File: src/include/controller_defs.svh
`ifndef CONTROLLER_DEFS_SVH
`define CONTROLLER_DEFS_SVH

// Instruction word width
`define INSTR_W 32

//////////////////////////////////////////////////
// RV32 major opcodes, instruction[6:0]
//////////////////////////////////////////////////
`define OP_RTYPE  7'b0110011
`define OP_ITYPE  7'b0010011
`define OP_LOAD   7'b0000011
`define OP_STORE  7'b0100011
`define OP_BRANCH 7'b1100011
`define OP_JAL    7'b1101111
`define OP_JALR   7'b1100111

//////////////////////////////////////////////////
// Load/store width codes, instruction[14:12]
//////////////////////////////////////////////////
`define F3_BYTE   3'd0
`define F3_HALF   3'd1
`define F3_WORD   3'd2
`define F3_BYTE_U 3'd4  // Loads only
`define F3_HALF_U 3'd5  // Loads only

`endif

File: src/source/controller_pkg.sv
package controller_pkg;

    // Decoded instruction class
    typedef enum logic [2:0]
    {
        CLS_RTYPE,
        CLS_ITYPE,
        CLS_LOAD,
        CLS_STORE,
        CLS_BRANCH,
        CLS_JAL,
        CLS_JALR
    } instr_class_e;

    typedef enum logic [1:0]
    {
        W_NONE,
        W_BYTE,
        W_HALF,
        W_WORD
    } mem_width_e;

    // Next PC source
    typedef enum logic [1:0]
    {
        PC_PLUS4  = 2'd0,
        PC_BRANCH = 2'd1,
        PC_JAL    = 2'd2,
        PC_JALR   = 2'd3
    } pc_sel_e;

    // Register file write-back source
    typedef enum logic [1:0]
    {
        WB_ALU = 2'd0,
        WB_MEM = 2'd1,
        WB_PC4 = 2'd2
    } wb_sel_e;

    // Control word to the datapath, 12 bits
    typedef struct packed
    {
        logic       pc_en;
        pc_sel_e    pc_select;
        logic       alu_src;     // 1 selects the immediate as ALU operand b
        logic       reg_write;
        wb_sel_e    mem_to_reg;
        logic       is_byte;
        logic       is_half;
        logic       is_word;
        logic       mem_read;
        logic       mem_write;
    } ctrl_t;

    // Dispatcher to sequencer command, 7 bits
    typedef struct packed
    {
        logic         go;        // One-cycle start
        instr_class_e cls;
        mem_width_e   width;
        logic         taken;     // Branch comparator at accept
    } seq_cmd_t;

endpackage

File: src/source/instr_dispatch.sv
`timescale 1ns/1ps
`include "controller_defs.svh"

module instr_dispatch
    import controller_pkg::*;
(
    input  logic                clk,
    input  logic                reset,
    input  logic                start,
    input  logic [`INSTR_W-1:0] instruction,
    input  logic                comparator,
    input  ctrl_t               alu_ctrl,
    input  ctrl_t               mem_ctrl,
    input  ctrl_t               jump_ctrl,
    input  logic                alu_done,
    input  logic                mem_done,
    input  logic                jump_done,
    input  logic                alu_busy,
    input  logic                mem_busy,
    input  logic                jump_busy,
    output seq_cmd_t            alu_cmd,
    output seq_cmd_t            mem_cmd,
    output seq_cmd_t            jump_cmd,
    output ctrl_t               ctrl,
    output logic                busy,
    output logic                done,
    output logic                illegal
);

    logic [6:0]   opcode;
    logic [2:0]   func3;
    instr_class_e cls;
    mem_width_e   width;
    logic         legal;
    logic         accept;
    logic         any_go;

    assign opcode = instruction[6:0];
    assign func3  = instruction[14:12];

    //////////////////////////////////////////////////
    // Decode
    //////////////////////////////////////////////////
    always_comb
    begin
        cls   = CLS_RTYPE;
        width = W_NONE;
        legal = 1'b1;
        case (opcode)
            `OP_RTYPE:  cls = CLS_RTYPE;
            `OP_ITYPE:  cls = CLS_ITYPE;
            `OP_BRANCH: cls = CLS_BRANCH;
            `OP_JAL:    cls = CLS_JAL;
            `OP_JALR:   cls = CLS_JALR;
            `OP_LOAD:
            begin
                cls = CLS_LOAD;
                case (func3)
                    `F3_BYTE, `F3_BYTE_U: width = W_BYTE;
                    `F3_HALF, `F3_HALF_U: width = W_HALF;
                    `F3_WORD:             width = W_WORD;
                    default:              legal = 1'b0;
                endcase
            end
            `OP_STORE:
            begin
                cls = CLS_STORE;
                case (func3)    // No unsigned stores
                    `F3_BYTE: width = W_BYTE;
                    `F3_HALF: width = W_HALF;
                    `F3_WORD: width = W_WORD;
                    default:  legal = 1'b0;
                endcase
            end
            default: legal = 1'b0;
        endcase
    end

    // A start while any sequencer runs is dropped
    assign accept = start & ~busy;

    //////////////////////////////////////////////////
    // Routing to the sequencers
    //////////////////////////////////////////////////
    always_comb
    begin
        alu_cmd  = '{go: 1'b0, cls: cls, width: width, taken: comparator};
        mem_cmd  = alu_cmd;
        jump_cmd = alu_cmd;

        alu_cmd.go  = accept & legal & (cls == CLS_RTYPE || cls == CLS_ITYPE);
        mem_cmd.go  = accept & legal & (cls == CLS_LOAD || cls == CLS_STORE);
        jump_cmd.go = accept & legal &
                      (cls == CLS_BRANCH || cls == CLS_JAL || cls == CLS_JALR);
    end

    // Illegal pulse lands in cycle 1, like the first sequencer output
    always_ff @(posedge clk or posedge reset)
    begin
        if (reset)
            illegal <= 1'b0;
        else
            illegal <= accept & ~legal;
    end

    // Idle sequencers drive zero, so OR is a merge
    assign ctrl = ctrl_t'(alu_ctrl | mem_ctrl | jump_ctrl);
    assign busy = alu_busy | mem_busy | jump_busy;
    assign done = alu_done | mem_done | jump_done;

    assign any_go = alu_cmd.go | mem_cmd.go | jump_cmd.go;

    a_one_busy: assert property (@(posedge clk) disable iff (reset)
        $onehot0({alu_busy, mem_busy, jump_busy}))
        else $error("More than one sequencer busy");

    // Go only from idle, and the chosen sequencer picks it up
    a_go_idle: assert property (@(posedge clk) disable iff (reset)
        any_go |-> !busy ##1 busy)
        else $error("Sequencer go while busy or not taken up");

endmodule

File: src/source/alu_sequencer.sv
`timescale 1ns/1ps

module alu_sequencer
    import controller_pkg::*;
(
    input  logic     clk,
    input  logic     reset,
    input  seq_cmd_t cmd,
    output ctrl_t    ctrl,
    output logic     done,
    output logic     busy
);

    typedef enum logic [1:0]
    {
        A_IDLE,
        A_WRITE,
        A_FINISH
    } alu_state_e;

    alu_state_e state;
    logic       is_imm;    // I-type, operand b from immediate

    always_ff @(posedge clk or posedge reset)
    begin
        if (reset)
            state <= A_IDLE;
        else
        begin
            case (state)
                A_IDLE:   if (cmd.go) state <= A_WRITE;
                A_WRITE:  state <= A_FINISH;
                default:  state <= A_IDLE;
            endcase
        end
    end

    always_ff @(posedge clk)
    begin
        if (cmd.go)
            is_imm <= (cmd.cls == CLS_ITYPE);
    end

    assign busy = (state != A_IDLE);
    assign done = (state == A_FINISH);

    always_comb
    begin
        ctrl           = '0;
        ctrl.alu_src   = busy & is_imm;     // Held for the whole sequence
        ctrl.reg_write = (state == A_WRITE);
    end

endmodule

File: src/source/mem_sequencer.sv
`timescale 1ns/1ps

module mem_sequencer
    import controller_pkg::*;
(
    input  logic     clk,
    input  logic     reset,
    input  seq_cmd_t cmd,
    output ctrl_t    ctrl,
    output logic     done,
    output logic     busy
);

    typedef enum logic [1:0]
    {
        M_IDLE,
        M_ACCESS,
        M_WRITEBACK,
        M_FINISH
    } mem_state_e;

    mem_state_e state;
    mem_width_e width_q;
    logic       is_load;

    //////////////////////////////////////////////////
    // State register
    //////////////////////////////////////////////////
    always_ff @(posedge clk or posedge reset)
    begin
        if (reset)
            state <= M_IDLE;
        else
        begin
            case (state)
                M_IDLE:
                begin
                    if (cmd.go)
                        state <= M_ACCESS;
                end
                M_ACCESS:
                begin
                    // Stores have nothing to write back
                    if (is_load)
                        state <= M_WRITEBACK;
                    else
                        state <= M_FINISH;
                end
                M_WRITEBACK: state <= M_FINISH;
                default:     state <= M_IDLE;
            endcase
        end
    end

    // Access parameters, captured with go
    always_ff @(posedge clk)
    begin
        if (cmd.go)
        begin
            width_q <= cmd.width;
            is_load <= (cmd.cls == CLS_LOAD);
        end
    end

    assign busy = (state != M_IDLE);
    assign done = (state == M_FINISH);

    //////////////////////////////////////////////////
    // Control word
    //////////////////////////////////////////////////
    always_comb
    begin
        ctrl         = '0;
        ctrl.alu_src = busy;               // Base plus offset address
        if (busy && is_load)
            ctrl.mem_to_reg = WB_MEM;
        if (state == M_ACCESS)
        begin
            ctrl.mem_read  = is_load;
            ctrl.mem_write = ~is_load;
            ctrl.is_byte   = (width_q == W_BYTE);
            ctrl.is_half   = (width_q == W_HALF);
            ctrl.is_word   = (width_q == W_WORD);
        end
        ctrl.reg_write = (state == M_WRITEBACK);
    end

    // Every access carries exactly one width bit
    a_one_width: assert property (@(posedge clk) disable iff (reset)
        (state == M_ACCESS) |-> $onehot({ctrl.is_byte, ctrl.is_half, ctrl.is_word}))
        else $error("Access without exactly one width bit");

endmodule

File: src/source/jump_sequencer.sv
`timescale 1ns/1ps

module jump_sequencer
    import controller_pkg::*;
(
    input  logic     clk,
    input  logic     reset,
    input  seq_cmd_t cmd,
    output ctrl_t    ctrl,
    output logic     done,
    output logic     busy
);

    typedef enum logic [1:0]
    {
        J_IDLE,
        J_UPDATE,
        J_FINISH
    } jump_state_e;

    jump_state_e  state;
    instr_class_e cls_q;
    logic         taken_q;
    logic         is_link;   // JAL or JALR, writes PC+4 back

    always_ff @(posedge clk or posedge reset)
    begin
        if (reset)
            state <= J_IDLE;
        else
        begin
            case (state)
                J_IDLE:   if (cmd.go) state <= J_UPDATE;
                J_UPDATE: state <= J_FINISH;
                default:  state <= J_IDLE;
            endcase
        end
    end

    always_ff @(posedge clk)
    begin
        if (cmd.go)
        begin
            cls_q   <= cmd.cls;
            taken_q <= cmd.taken;
        end
    end

    assign busy    = (state != J_IDLE);
    assign done    = (state == J_FINISH);
    assign is_link = (cls_q == CLS_JAL) || (cls_q == CLS_JALR);

    //////////////////////////////////////////////////
    // PC update
    //////////////////////////////////////////////////
    always_comb
    begin
        ctrl = '0;
        if (busy && is_link)
            ctrl.mem_to_reg = WB_PC4;
        if (state == J_UPDATE)
        begin
            case (cls_q)
                CLS_BRANCH:
                begin
                    ctrl.pc_en     = taken_q;  // Untaken falls through to PC+4
                    ctrl.pc_select = taken_q ? PC_BRANCH : PC_PLUS4;
                end
                CLS_JAL:
                begin
                    ctrl.pc_en     = 1'b1;
                    ctrl.pc_select = PC_JAL;
                end
                CLS_JALR:
                begin
                    ctrl.pc_en     = 1'b1;
                    ctrl.pc_select = PC_JALR;
                end
                default: ;
            endcase
            ctrl.reg_write = is_link;
        end
    end

    // Only branch and jump classes may start this sequencer
    a_jump_class: assert property (@(posedge clk) disable iff (reset)
        cmd.go |-> (cmd.cls inside {CLS_BRANCH, CLS_JAL, CLS_JALR}))
        else $error("Jump sequencer started by a non-jump class");

endmodule

File: src/source/controller.sv
`timescale 1ns/1ps
`include "controller_defs.svh"

module controller
    import controller_pkg::*;
(
    input  logic                clk,
    input  logic                reset,
    input  logic                start,
    input  logic [`INSTR_W-1:0] instruction,
    input  logic                comparator,
    output ctrl_t               ctrl,
    output logic                busy,
    output logic                done,
    output logic                illegal
);

    // Dispatcher to sequencer commands
    seq_cmd_t alu_cmd;
    seq_cmd_t mem_cmd;
    seq_cmd_t jump_cmd;

    // Sequencer returns
    ctrl_t alu_ctrl;
    ctrl_t mem_ctrl;
    ctrl_t jump_ctrl;
    logic  alu_done;
    logic  mem_done;
    logic  jump_done;
    logic  alu_busy;
    logic  mem_busy;
    logic  jump_busy;

    //////////////////////////////////////////////////
    // Decode and merge
    //////////////////////////////////////////////////
    instr_dispatch u_dispatch
    (
        .clk         (clk),
        .reset       (reset),
        .start       (start),
        .instruction (instruction),
        .comparator  (comparator),
        .alu_ctrl    (alu_ctrl),
        .mem_ctrl    (mem_ctrl),
        .jump_ctrl   (jump_ctrl),
        .alu_done    (alu_done),
        .mem_done    (mem_done),
        .jump_done   (jump_done),
        .alu_busy    (alu_busy),
        .mem_busy    (mem_busy),
        .jump_busy   (jump_busy),
        .alu_cmd     (alu_cmd),
        .mem_cmd     (mem_cmd),
        .jump_cmd    (jump_cmd),
        .ctrl        (ctrl),
        .busy        (busy),
        .done        (done),
        .illegal     (illegal)
    );

    //////////////////////////////////////////////////
    // Sequencers
    //////////////////////////////////////////////////
    alu_sequencer u_alu_seq
    (
        .clk   (clk),
        .reset (reset),
        .cmd   (alu_cmd),
        .ctrl  (alu_ctrl),
        .done  (alu_done),
        .busy  (alu_busy)
    );

    mem_sequencer u_mem_seq    // Loads and stores
    (
        .clk   (clk),
        .reset (reset),
        .cmd   (mem_cmd),
        .ctrl  (mem_ctrl),
        .done  (mem_done),
        .busy  (mem_busy)
    );

    jump_sequencer u_jump_seq  // Branch, JAL, JALR
    (
        .clk   (clk),
        .reset (reset),
        .cmd   (jump_cmd),
        .ctrl  (jump_ctrl),
        .done  (jump_done),
        .busy  (jump_busy)
    );

endmodule

File: config.mk
export PLATFORM = sky130hd
export DESIGN_NAME = controller
export DESIGN_NICKNAME = d
export VERILOG_FILES = /design/src/source/controller_pkg.sv /design/src/source/instr_dispatch.sv /design/src/source/alu_sequencer.sv /design/src/source/mem_sequencer.sv /design/src/source/jump_sequencer.sv /design/src/source/controller.sv
export VERILOG_INCLUDE_DIRS = /design/src /design/src/include
export SDC_FILE = /design/constraint.sdc
export NUM_CORES = 1
export LEC_CHECK = 0
export ABC_CLOCK_PERIOD_IN_PS = 4400
export BUFFER_PORTS_ARGS = -buffer_cell sky130_fd_sc_hd__buf_2
export CORE_MARGIN = 1.5
export CORE_UTILIZATION = 40
export CTS_CLUSTER_SIZE = 12
export DETAILED_ROUTE_END_ITERATION = 8
export GPL_TIMING_DRIVEN = 0
export PLACE_DENSITY = 0.81
export SLEW_MARGIN = 20
export SYNTH_ARGS = -nofsm -noshare
export SYNTH_HDL_FRONTEND = slang
export SYNTH_SLANG_ARGS = --single-unit
File: constraint.sdc
create_clock -name clk -period 4.4 [get_ports clk]
set_input_delay 0.44 -clock clk [delete_from_list [all_inputs] [get_ports clk]]
set_output_delay 0.44 -clock clk [all_outputs]
set_load 0.05 [all_outputs]
# After elaboration in Yosys (flattened, before gate mapping)
# Index checks and enable logic that the tools add are counted.
# totals
inputBits	36
wordCells	99
output_inout_bits	15
register_bits	15
# classes
n_mux	21
n_eq_ne	33
n_reduce_logical	20
n_bitwise	16
# ops
op	count
equality test 3 bit, second input constant	8
equality test 7 bit, second input constant	3
case mux 2 bit (3 select lines)	3
case mux 3 bit (6 select lines)	1
equality test 7 x 6 -> 1 bit, second input constant	2
equality test 2 bit, second input constant	6
bitwise OR 12 bit	1
case mux 2 bit (2 select lines)	3
OR reduction 5 bit	2
equality test 3 x 2 -> 1 bit, second input constant	3
bitwise OR 9 bit	1
case mux 3 bit (3 select lines)	1
equality test 2 x 1 -> 1 bit, second input constant	4
two-way mux 2 bit	4
bitwise AND 1 bit	7
equality test 7 x 2 -> 1 bit, second input constant	1
equality test 7 x 5 -> 1 bit, second input constant	1
equality test 3 x 1 -> 1 bit, second input constant	2
zero test 2 bit	3
zero test 3 bit	2
two-way mux 1 bit	6
inequality test 2 bit, second input constant	3
nonzero test 2 bit	3
logical OR 1 bit	5
other kinds (8)	15

# Depth between registers and ports, before layout
# Gate-level depths: netlist (run 1).
# logic_depth
depth_word	9
ltp_mapped	6

# Modules after synthesis
# From an unflattened synthesis (run 1), not the netlist that was laid out.
# unflattened
hier_cells	142
area_unflattened_um2	1345.0
# by_module_without_submodules
mod	cells_per_inst	area_per_inst_um2	instances
instr_dispatch	57	440.4	1
mem_sequencer	33	361.6	1
jump_sequencer	30	332.8	1
alu_sequencer	22	210.2	1

# Worst setup path before layout (run 1)
# Ideal clock, no wire load.
# synth_timing
kind	register -> output
start	reg u_jump_seq.state[1]
end	out ctrl[11] in the netlist's numbering
n_path_buf	0
arrival_ps	1791
path_stages_with_launch	4
required_time_ps	3960
path_slack_ps	2169
cell_sequence	dfrtp_1 nor2b_1 nand2_1 a211oi_1
# synth_lines
item	line_no	text
start, declared	jump_sequencer.sv:21	jump_state_e state;
start signal, assigned	jump_sequencer.sv:29	state <= J_IDLE;
start signal, assigned	jump_sequencer.sv:33	J_IDLE: if (cmd.go) state <= J_UPDATE;
start signal, assigned	jump_sequencer.sv:34	J_UPDATE: state <= J_FINISH;
end, declared	controller.sv:12	output ctrl_t ctrl,

==> qor.csv, run 1 <==
metric,value,unit
drt_iter0_drc,9,
yosys_warnings,0,
layout-drive-gt1-share,31.4,%
p_leak,0.524,nW
synth_enable_flop_cells,8,
postCtsSetupBuffers,0,
finalMaxSlewViolations,0,
power.density,443,nW/um^2
routedWlPerCell,11.0,um
grt_pass1_vias,718,
slew_headroom,73.3,%
instances_no_fill,148,
ant_nets,0,
vias,729,
insertion_delay,0.27,ns
setup_ws,2.37,ns
fin_nets,163,
setup_violations,0,
antenna_found_initial,0,
io_buffers,28,
clkSinkCount,15,
place_inst,144,
tightestPinTransition,0.399,ns
cpPeakStageDelay,0.41,ns
synth_cell_types,31,
finalHoldViolCount,0,
synth_area,892,sq um
final_cell_area,1090,sq um
core_area,2020,sq um
path_class,flop to primary output,
maxCapViolations,0,
dr.pass1.iters,4,
clock_path_buffers,2,
cts_buffers,3,
seq_area_frac_synth,46.6,%
cts_hold_buffers,0,
async_reset_ff_share,46.7,%
fin_crit_sh,46.2,%
n_antenna_cell,0,
final_util,54.0,%
grt_max_degree,9,
fp.dieW,50.2,um
grt_overflow,0,
crit_chain,inv_1 > ha_1 > or3_1 > buf_2,
max_freq,491,MHz
place_area,1070,sq um
rows,16,
cp-start-kind,flop,
busiest_layer,met2,
avgSynthCellArea,10.0,sq um
use_met2,27.0,%
whs,0.0867,ns
synth_seq_cells,15,
clk_pin_slew_worst_paths,0.08,ns
power,0.484,mW
synth_nets,130,
cp.arrival,1.59,ns
critical_path.max_fanout,4,
slowest_stage,dfrtp_1,
cp.required,3.96,ns
syn_to_final_growth,22.4,%
period_minus_slack,2.03,ns
grt_pass1_wl,2880,um
syn_inst,89,
tns,0,ns
clockRootBuffer,clkbuf_4,
drc_errors,0,
synthFlopType,edfxtp_1,
start_util,44.1,%
io_pins,51,
dieArea,2520,sq um
cts_tree,done,
ctsResizeCount,0,
endpoint_kind,primary output,
hp-class,input port to asynchronous set/reset pin,
finalWirelength,1620,um
gr-usage-met3,0.893,%
via_per_inst,4.93,
outcome,"finished, final reports clean",
die_h,50.2,um
grtUsageTotal,14.8,%
grtUsageMet1,18.1,%
hpwl,1350,um
cts_max_level,1,
place_congestion,0.714,
clock_skew,0.00267,ns
place_ws,2.46,ns
grt_setup_unrepaired,no,
ir_drop,0.313,mV
-- registers in the layout (all words and copies together) (netlist names) --
| name | count |
|---|---|
| u_dispatch.illegal | 1 |
| u_alu_seq.is_imm | 1 |
| u_alu_seq.state | 2 |
| u_mem_seq.is_load | 1 |
| u_mem_seq.width_q | 2 |
| u_jump_seq.state | 2 |
| u_mem_seq.state | 2 |
| u_jump_seq.cls_q | 3 |
| u_jump_seq.taken_q | 1 |
-- cells in the final DEF, fill, tap and decap left out, drive strengths merged, types with 2 or more instances in the layout --
cell    instances
ha              5
nor2           16
dfrtp           7
buf            28
o21ai           4
nor3            7
nand3           3
inv             9
nor2b           3
nand4           3
a21oi           2
clkbuf          4
a211oi          2
nand2           6
a21o            2
edfxtp          8
-- power by group --
group / switching (mW) / total, mW / internal [mW] / leakage, nW
sequential: 0.0111 / 0.171 / 0.160 / 0.170
combinational: 0.175 / 0.239 / 0.0646 / 0.339
clock: 0.0390 / 0.0741 / 0.0350 / 0.0150
-- synthesized netlist by cell type (all sizes together) (3+ instances only) --
cell type	instances	area, sq um
nor2	16	60.1
nand2	6	22.5
nand4	3	31.3
nand3	3	15.0
inv	9	33.8
nor3	7	46.3
nor2b	3	18.8
ha	5	62.6
o21ai	4	20.0
edfxtp	8	240
dfrtp	7	175
-- layer usage --
metal	part of all wire, %	routed length, um
met1	43	690
met2	51	830
met3	5.0	81
met4	1.2	19
met5	0	0
-- path summary, 6_finish.rpt --
path                                                       from                         endpoint  slack, ns  cells after the start
worst max-delay path             u_mem_seq.state[0]$_DFFE_PP0P_                          ctrl[7]       2.37                      4
worst max register to register   u_mem_seq.state[0]$_DFFE_PP0P_   u_mem_seq.state[0]$_DFFE_PP0P_       2.43                      6
worst min register to register  u_jump_seq.state[1]$_DFFE_PP0P_  u_jump_seq.state[1]$_DFFE_PP0P_       0.47                      1
worst min-delay path                                      reset   u_alu_seq.state[1]$_DFFE_PP0P_       0.09                      2
min in group clk                                     comparator     u_jump_seq.taken_q$_DFFE_PP_       0.34                      1
max in group asynchronous                                 reset   u_alu_seq.state[0]$_DFFE_PP0P_       4.10                      2
-- cell type report --
cell class	instances	area [sq um]
multi-input combinational	65	443
clock buffer	4	26.3
tap	27	33.8
fill	179	930
inverter	9	33.8
timing repair buffer	28	140
sequential	15	415
-- kinds of logic after synthesis --
family                     Yosys count  synth area share (%)
xor gates and xnor gates             2                  1.96
adders and majority gates            5                  7.01
buffers and inverters                9                  3.79
muxes                                1                  1.12
AOI/OAI and AO/OA                   14                  13.7
and+or+nand+nor                     43                  25.8
DFF                                 15                  46.6
-- critical path: cells and delay by family, from the launching register on --
family / cells / cell delay [ns]
AND/OR/NAND/NOR: 1 / 0.37
flip-flops: 1 / 0.41
adder cells (fa/ha/maj): 1 / 0.23
buffers and inverters: 2 / 0.31
(Power assumes the default switching activity.)
==> inputs of run 2 (changes only) <==
ABC_CLOCK_PERIOD_IN_PS = 1890   (was 4400)
clock period = 1.89 ns   (was 4.4 ns; I/O delays follow)
==> qor.csv, run 2 (synthesis gave the netlist of run 1 again) <==
metric,value,unit
antenna_found_initial,0,
cts_buffers,3,
core_area,2020,sq um
ant_nets,0,
syn_to_final_growth,26.9,%
r2r_cells,5,
grt_pass1_vias,667,
power.density,1000,nW/um^2
fin_crit_sh,95.0,%
finalMaxSlewViolations,0,
io_buffers,28,
n_antenna_cell,0,
cp.required,1.70,ns
power,1.14,mW
hold_depth,1,
via_per_inst,4.80,
hpwl,1350,um
drc_errors,0,
io_pins,51,
drt_iter0_drc,7,
clkSinkCount,15,
start_util,44.1,%
grt_setup_unrepaired,no,
insertion_delay,0.28,ns
cp.depth,4,
clock_path_buffers,2,
path_delay_family,flip-flops,
hp-class,input port to flop,
vias,720,
rrSetupSlack,0.13,ns
grt_overflow,0,
outcome,"finished, final reports clean",
slew_headroom,79.0,%
whs,0.0904,ns
cp.arrival,1.61,ns
crit_chain,inv_1 > ha_1 > or3_1 > buf_2,
period_minus_slack,1.80,ns
clockRootBuffer,clkbuf_4,
worst-path-buf-inv,2,
clock_skew,0.0140,ns
dieArea,2520,sq um
slowest_stage,dfrtp_1,
layout-drive-gt1-share,35.8,%
fp.dieW,50.2,um
max_freq,557,MHz
place_congestion,0.736,
tightestPinTransition,0.313,ns
endpoint_kind,primary output,
cp-start-kind,flop,
mostFrequentLayoutCell,buf_2,
fin_nets,165,
cts_tree,done,
maxCapViolations,0,
regMostFlops,u_jump_seq.cls_q,
setup_violations,0,
final_cell_mix,"buf_2 (28), nor2_1 (15), inv_1 (8), edfxtp_1 (8), dfrtp_1 (7)",
grt_max_degree,9,
place_ws,-0.0404,ns
critical_path.max_fanout,4,
setup_ws,0.0949,ns
final_util,56.0,%
largest_reg_flops,3,
ir_drop,0.561,mV
path_class,flop to primary output,
finalWirelength,1640,um
routedWlPerCell,10.9,um
finalHoldViolCount,0,
cts_max_level,1,
die_h,50.2,um
p_leak,0.540,nW
clk_pin_slew_worst_paths,0.09,ns
grt_pass1_wl,2740,um
rows,16,
cpPeakStageDelay,0.42,ns
dr.pass1.iters,4,
grtUsageTotal,14.8,%
-- run 2: changes by cell type in the layout (fill, tap and decap cells not counted), sizes merged --
cell         previous run  this run
buf                    28        29
dlygate4sd3             0         1
-- run 2: timing repair --
item | in CTS | in global routing
buffers inserted | 1 | 0
pin swaps | 1 | 0
resized for setup | 0 | 2
hold endpoints to repair | 7 | 0
gates cloned | 0 | 0
hold buffers | 1 | 0
setup endpoints to repair | 1 | 10
-- run 2: final timing paths --
path	startpoint	endpoint
setup reg to reg	u_mem_seq.state[1]$_DFFE_PP0P_	u_mem_seq.width_q[1]$_DFFE_PP_
hold / removal	comparator	u_jump_seq.taken_q$_DFFE_PP_
setup / recovery	u_mem_seq.state[0]$_DFFE_PP0P_	ctrl[7]
max in group asynchronous	reset	u_jump_seq.state[1]$_DFFE_PP0P_
hold reg to reg	u_jump_seq.state[1]$_DFFE_PP0P_	u_jump_seq.state[1]$_DFFE_PP0P_
min in group asynchronous	reset	u_alu_seq.state[1]$_DFFE_PP0P_
-- run 2: layout make-up --
type / instances / area [sq um]
sequential: 15 / 415
inverter: 9 / 33.8
tap: 27 / 33.8
timing repair buffer: 30 / 158
fill: 182 / 890
multi-input combinational: 65 / 465
clock buffer: 4 / 26.3
-- run 2: metal layers --
layer,global-route usage (%),wire length [um],vias to the layer above
met1,16.1,725,311
li1,-,-,380
met4,11.1,41,0
met5,0,0,-
met3,2.98,116,4
met2,25.2,753,25
-- run 2: per-stage QoR --
stage / area, sq um / TNS (ns) / instances
6_report: 1130 / 0 / 150
4_1_cts: 1120 / 0 / 150
5_1_grt: 1130 / 0 / 150
3_3_place_gp: 1080 / -0.00290 / 144
3_5_place_dp: 1080 / -0.0404 / 144
2_1_floorplan: 905 / -0.00663 / 89
-- run 2: report_power, final --
part | internal (mW) | switching, mW | total [mW] | leakage [nW]
registers | 0.371 | 0.0262 | 0.397 | 0.170
clock network | 0.0819 | 0.0957 | 0.178 | 0.0150
logic | 0.155 | 0.407 | 0.563 | 0.355
total | 0.609 | 0.529 | 1.14 | 0.540
==> inputs of run 3 (changes only) <==
HOLD_SLACK_MARGIN = 0.15   (was default)
REMOVE_ABC_BUFFERS = 1   (was default)
==> qor.csv, run 3 (synthesis gave the netlist of run 1 again) <==
metric,value,unit
antenna_found_initial,0,
cts_buffers,3,
critical_path.max_fanout,4,
outcome,"finished, final reports clean",
ant_nets,0,
clock_skew,0.00397,ns
power_frac_clock,14.6,%
maxCapViolations,0,
path_delay_family,flip-flops,
cts_tree,done,
io_buffers,28,
fillers,177,
die_h,50.2,um
clock_path_buffers,2,
cp.arrival,1.64,ns
grt_overflow,0,
via_per_inst,4.91,
hold_depth,2,
max_freq,546,MHz
wl_met2,938,um
n_antenna_cell,0,
regMostFlops,u_jump_seq.cls_q,
fin_crit_sh,96.9,%
final_cell_mix,"buf_2 (28), nor2_1 (16), inv_1 (8), edfxtp_1 (8), dfrtp_1 (7)",
core_area,2020,sq um
slowest_stage,dfrtp_1,
tightestPinTransition,0.358,ns
hp-class,input port to flop,
finalMaxSlewViolations,0,
pwr-share-comb,51.4,%
mostFrequentLayoutCell,buf_2,
crit_chain,inv_1 > ha_1 > or3_1 > buf_2,
swShare,46.2,%
clk_pin_slew_worst_paths,0.08,ns
dr.pass1.iters,4,
rows,16,
period_minus_slack,1.83,ns
clockRootBuffer,clkbuf_4,
drt_iter0_drc,11,
fin_nets,167,
routedWlPerCell,11.6,um
cts_max_level,1,
dieArea,2520,sq um
r2r_cells,5,
drc_errors,0,
grt_pass1_vias,747,
ir_drop,0.702,mV
m1WireLength,727,um
grt_pass1_wl,3000,um
cpPeakStageDelay,0.42,ns
io_pins,51,
cp-start-kind,flop,
grtUsageTotal,15.4,%
power.density,1020,nW/um^2
vias,747,
layout-drive-gt1-share,32.8,%
final_util,56.8,%
power,1.17,mW
path_class,flop to primary output,
finalHoldViolCount,0,
grt_max_degree,9,
start_util,44.1,%
place_congestion,0.714,
grt_setup_unrepaired,no,
worst-path-buf-inv,2,
syn_to_final_growth,28.8,%
setup_violations,0,
finalWirelength,1760,um
clkSinkCount,15,
endpoint_kind,primary output,
cp.required,1.70,ns
slew_headroom,76.0,%
largest_reg_flops,3,
p_switching,0.542,mW
fp.dieW,50.2,um
cp.depth,4,
p_leak,0.545,nW
hpwl,1350,um
seq_power_share,33.9,%
top_layer,met4,
insertion_delay,0.27,ns
internal_power,0.631,mW
met3_length,72,um
## run 3: timing repair
action,in CTS,in global routing
buffers inserted,2,0
pin swaps,1,1
gates resized for setup,0,3
hold buffers,2,0
hold endpoints to repair,8,0
endpoints found under the setup margin,1,9
## run 3: final timing paths
check | startpoint | endpoint | slack (ns)
min in group asynchronous | reset | u_alu_seq.state[1]$_DFFE_PP0P_ | 0.39
setup reg to reg | u_mem_seq.state[0]$_DFFE_PP0P_ | u_mem_seq.is_load$_DFFE_PP_ | 0.15
max in group asynchronous | reset | u_alu_seq.state[0]$_DFFE_PP0P_ | 1.29
setup / recovery | u_mem_seq.state[0]$_DFFE_PP0P_ | ctrl[7] | 0.06
hold / removal | instruction[12] | u_mem_seq.width_q[0]$_DFFE_PP_ | 0.23
hold reg to reg | u_jump_seq.state[1]$_DFFE_PP0P_ | u_jump_seq.state[1]$_DFFE_PP0P_ | 0.47
## run 3: layout make-up
class / instances / area [sq um] / share of cell area, %
multi-input cells: 65 / 464 / 40.4
flip-flops and latches: 15 / 415 / 36.2
repair buffers: 32 / 175 / 15.3
inverters: 9 / 33.8 / 2.94
well taps: 27 / 33.8 / 2.94
clock buffers: 4 / 26.3 / 2.29
## run 3: power by group through the flow
stage | clock network (mW) | logic (mW) | registers, mW
2_1_floorplan | 0 | 0.409 | 0.422
3_3_place_gp | 0 | 0.539 | 0.401
3_5_place_dp | 0 | 0.559 | 0.405
4_1_cts | 0.181 | 0.563 | 0.398
5_1_grt | 0.196 | 0.657 | 0.401
6_report | 0.172 | 0.603 | 0.398
## run 3: metal layers
layer | global-route usage [%] | up-vias
met5 | 0 | -
met4 | 5.56 | 0
met3 | 0.893 | 2
met2 | 28.7 | 24
met1 | 18.3 | 336
li1 | - | 385
## run 3: through the flow
stage,setup slack (ns),TNS [ns],cell area [sq um],hold slack [ns],cells
CTS,0.0584,0,1130,0.221,152
finish,0.0591,0,1150,0.235,152
global route,0.00124,0,1150,0.228,152
global placement,0.0304,0,1070,0.125,144
detailed placement,-0.0501,-0.0501,1070,0.135,144
floorplan,-0.0897,-0.192,892,-0.00760,89
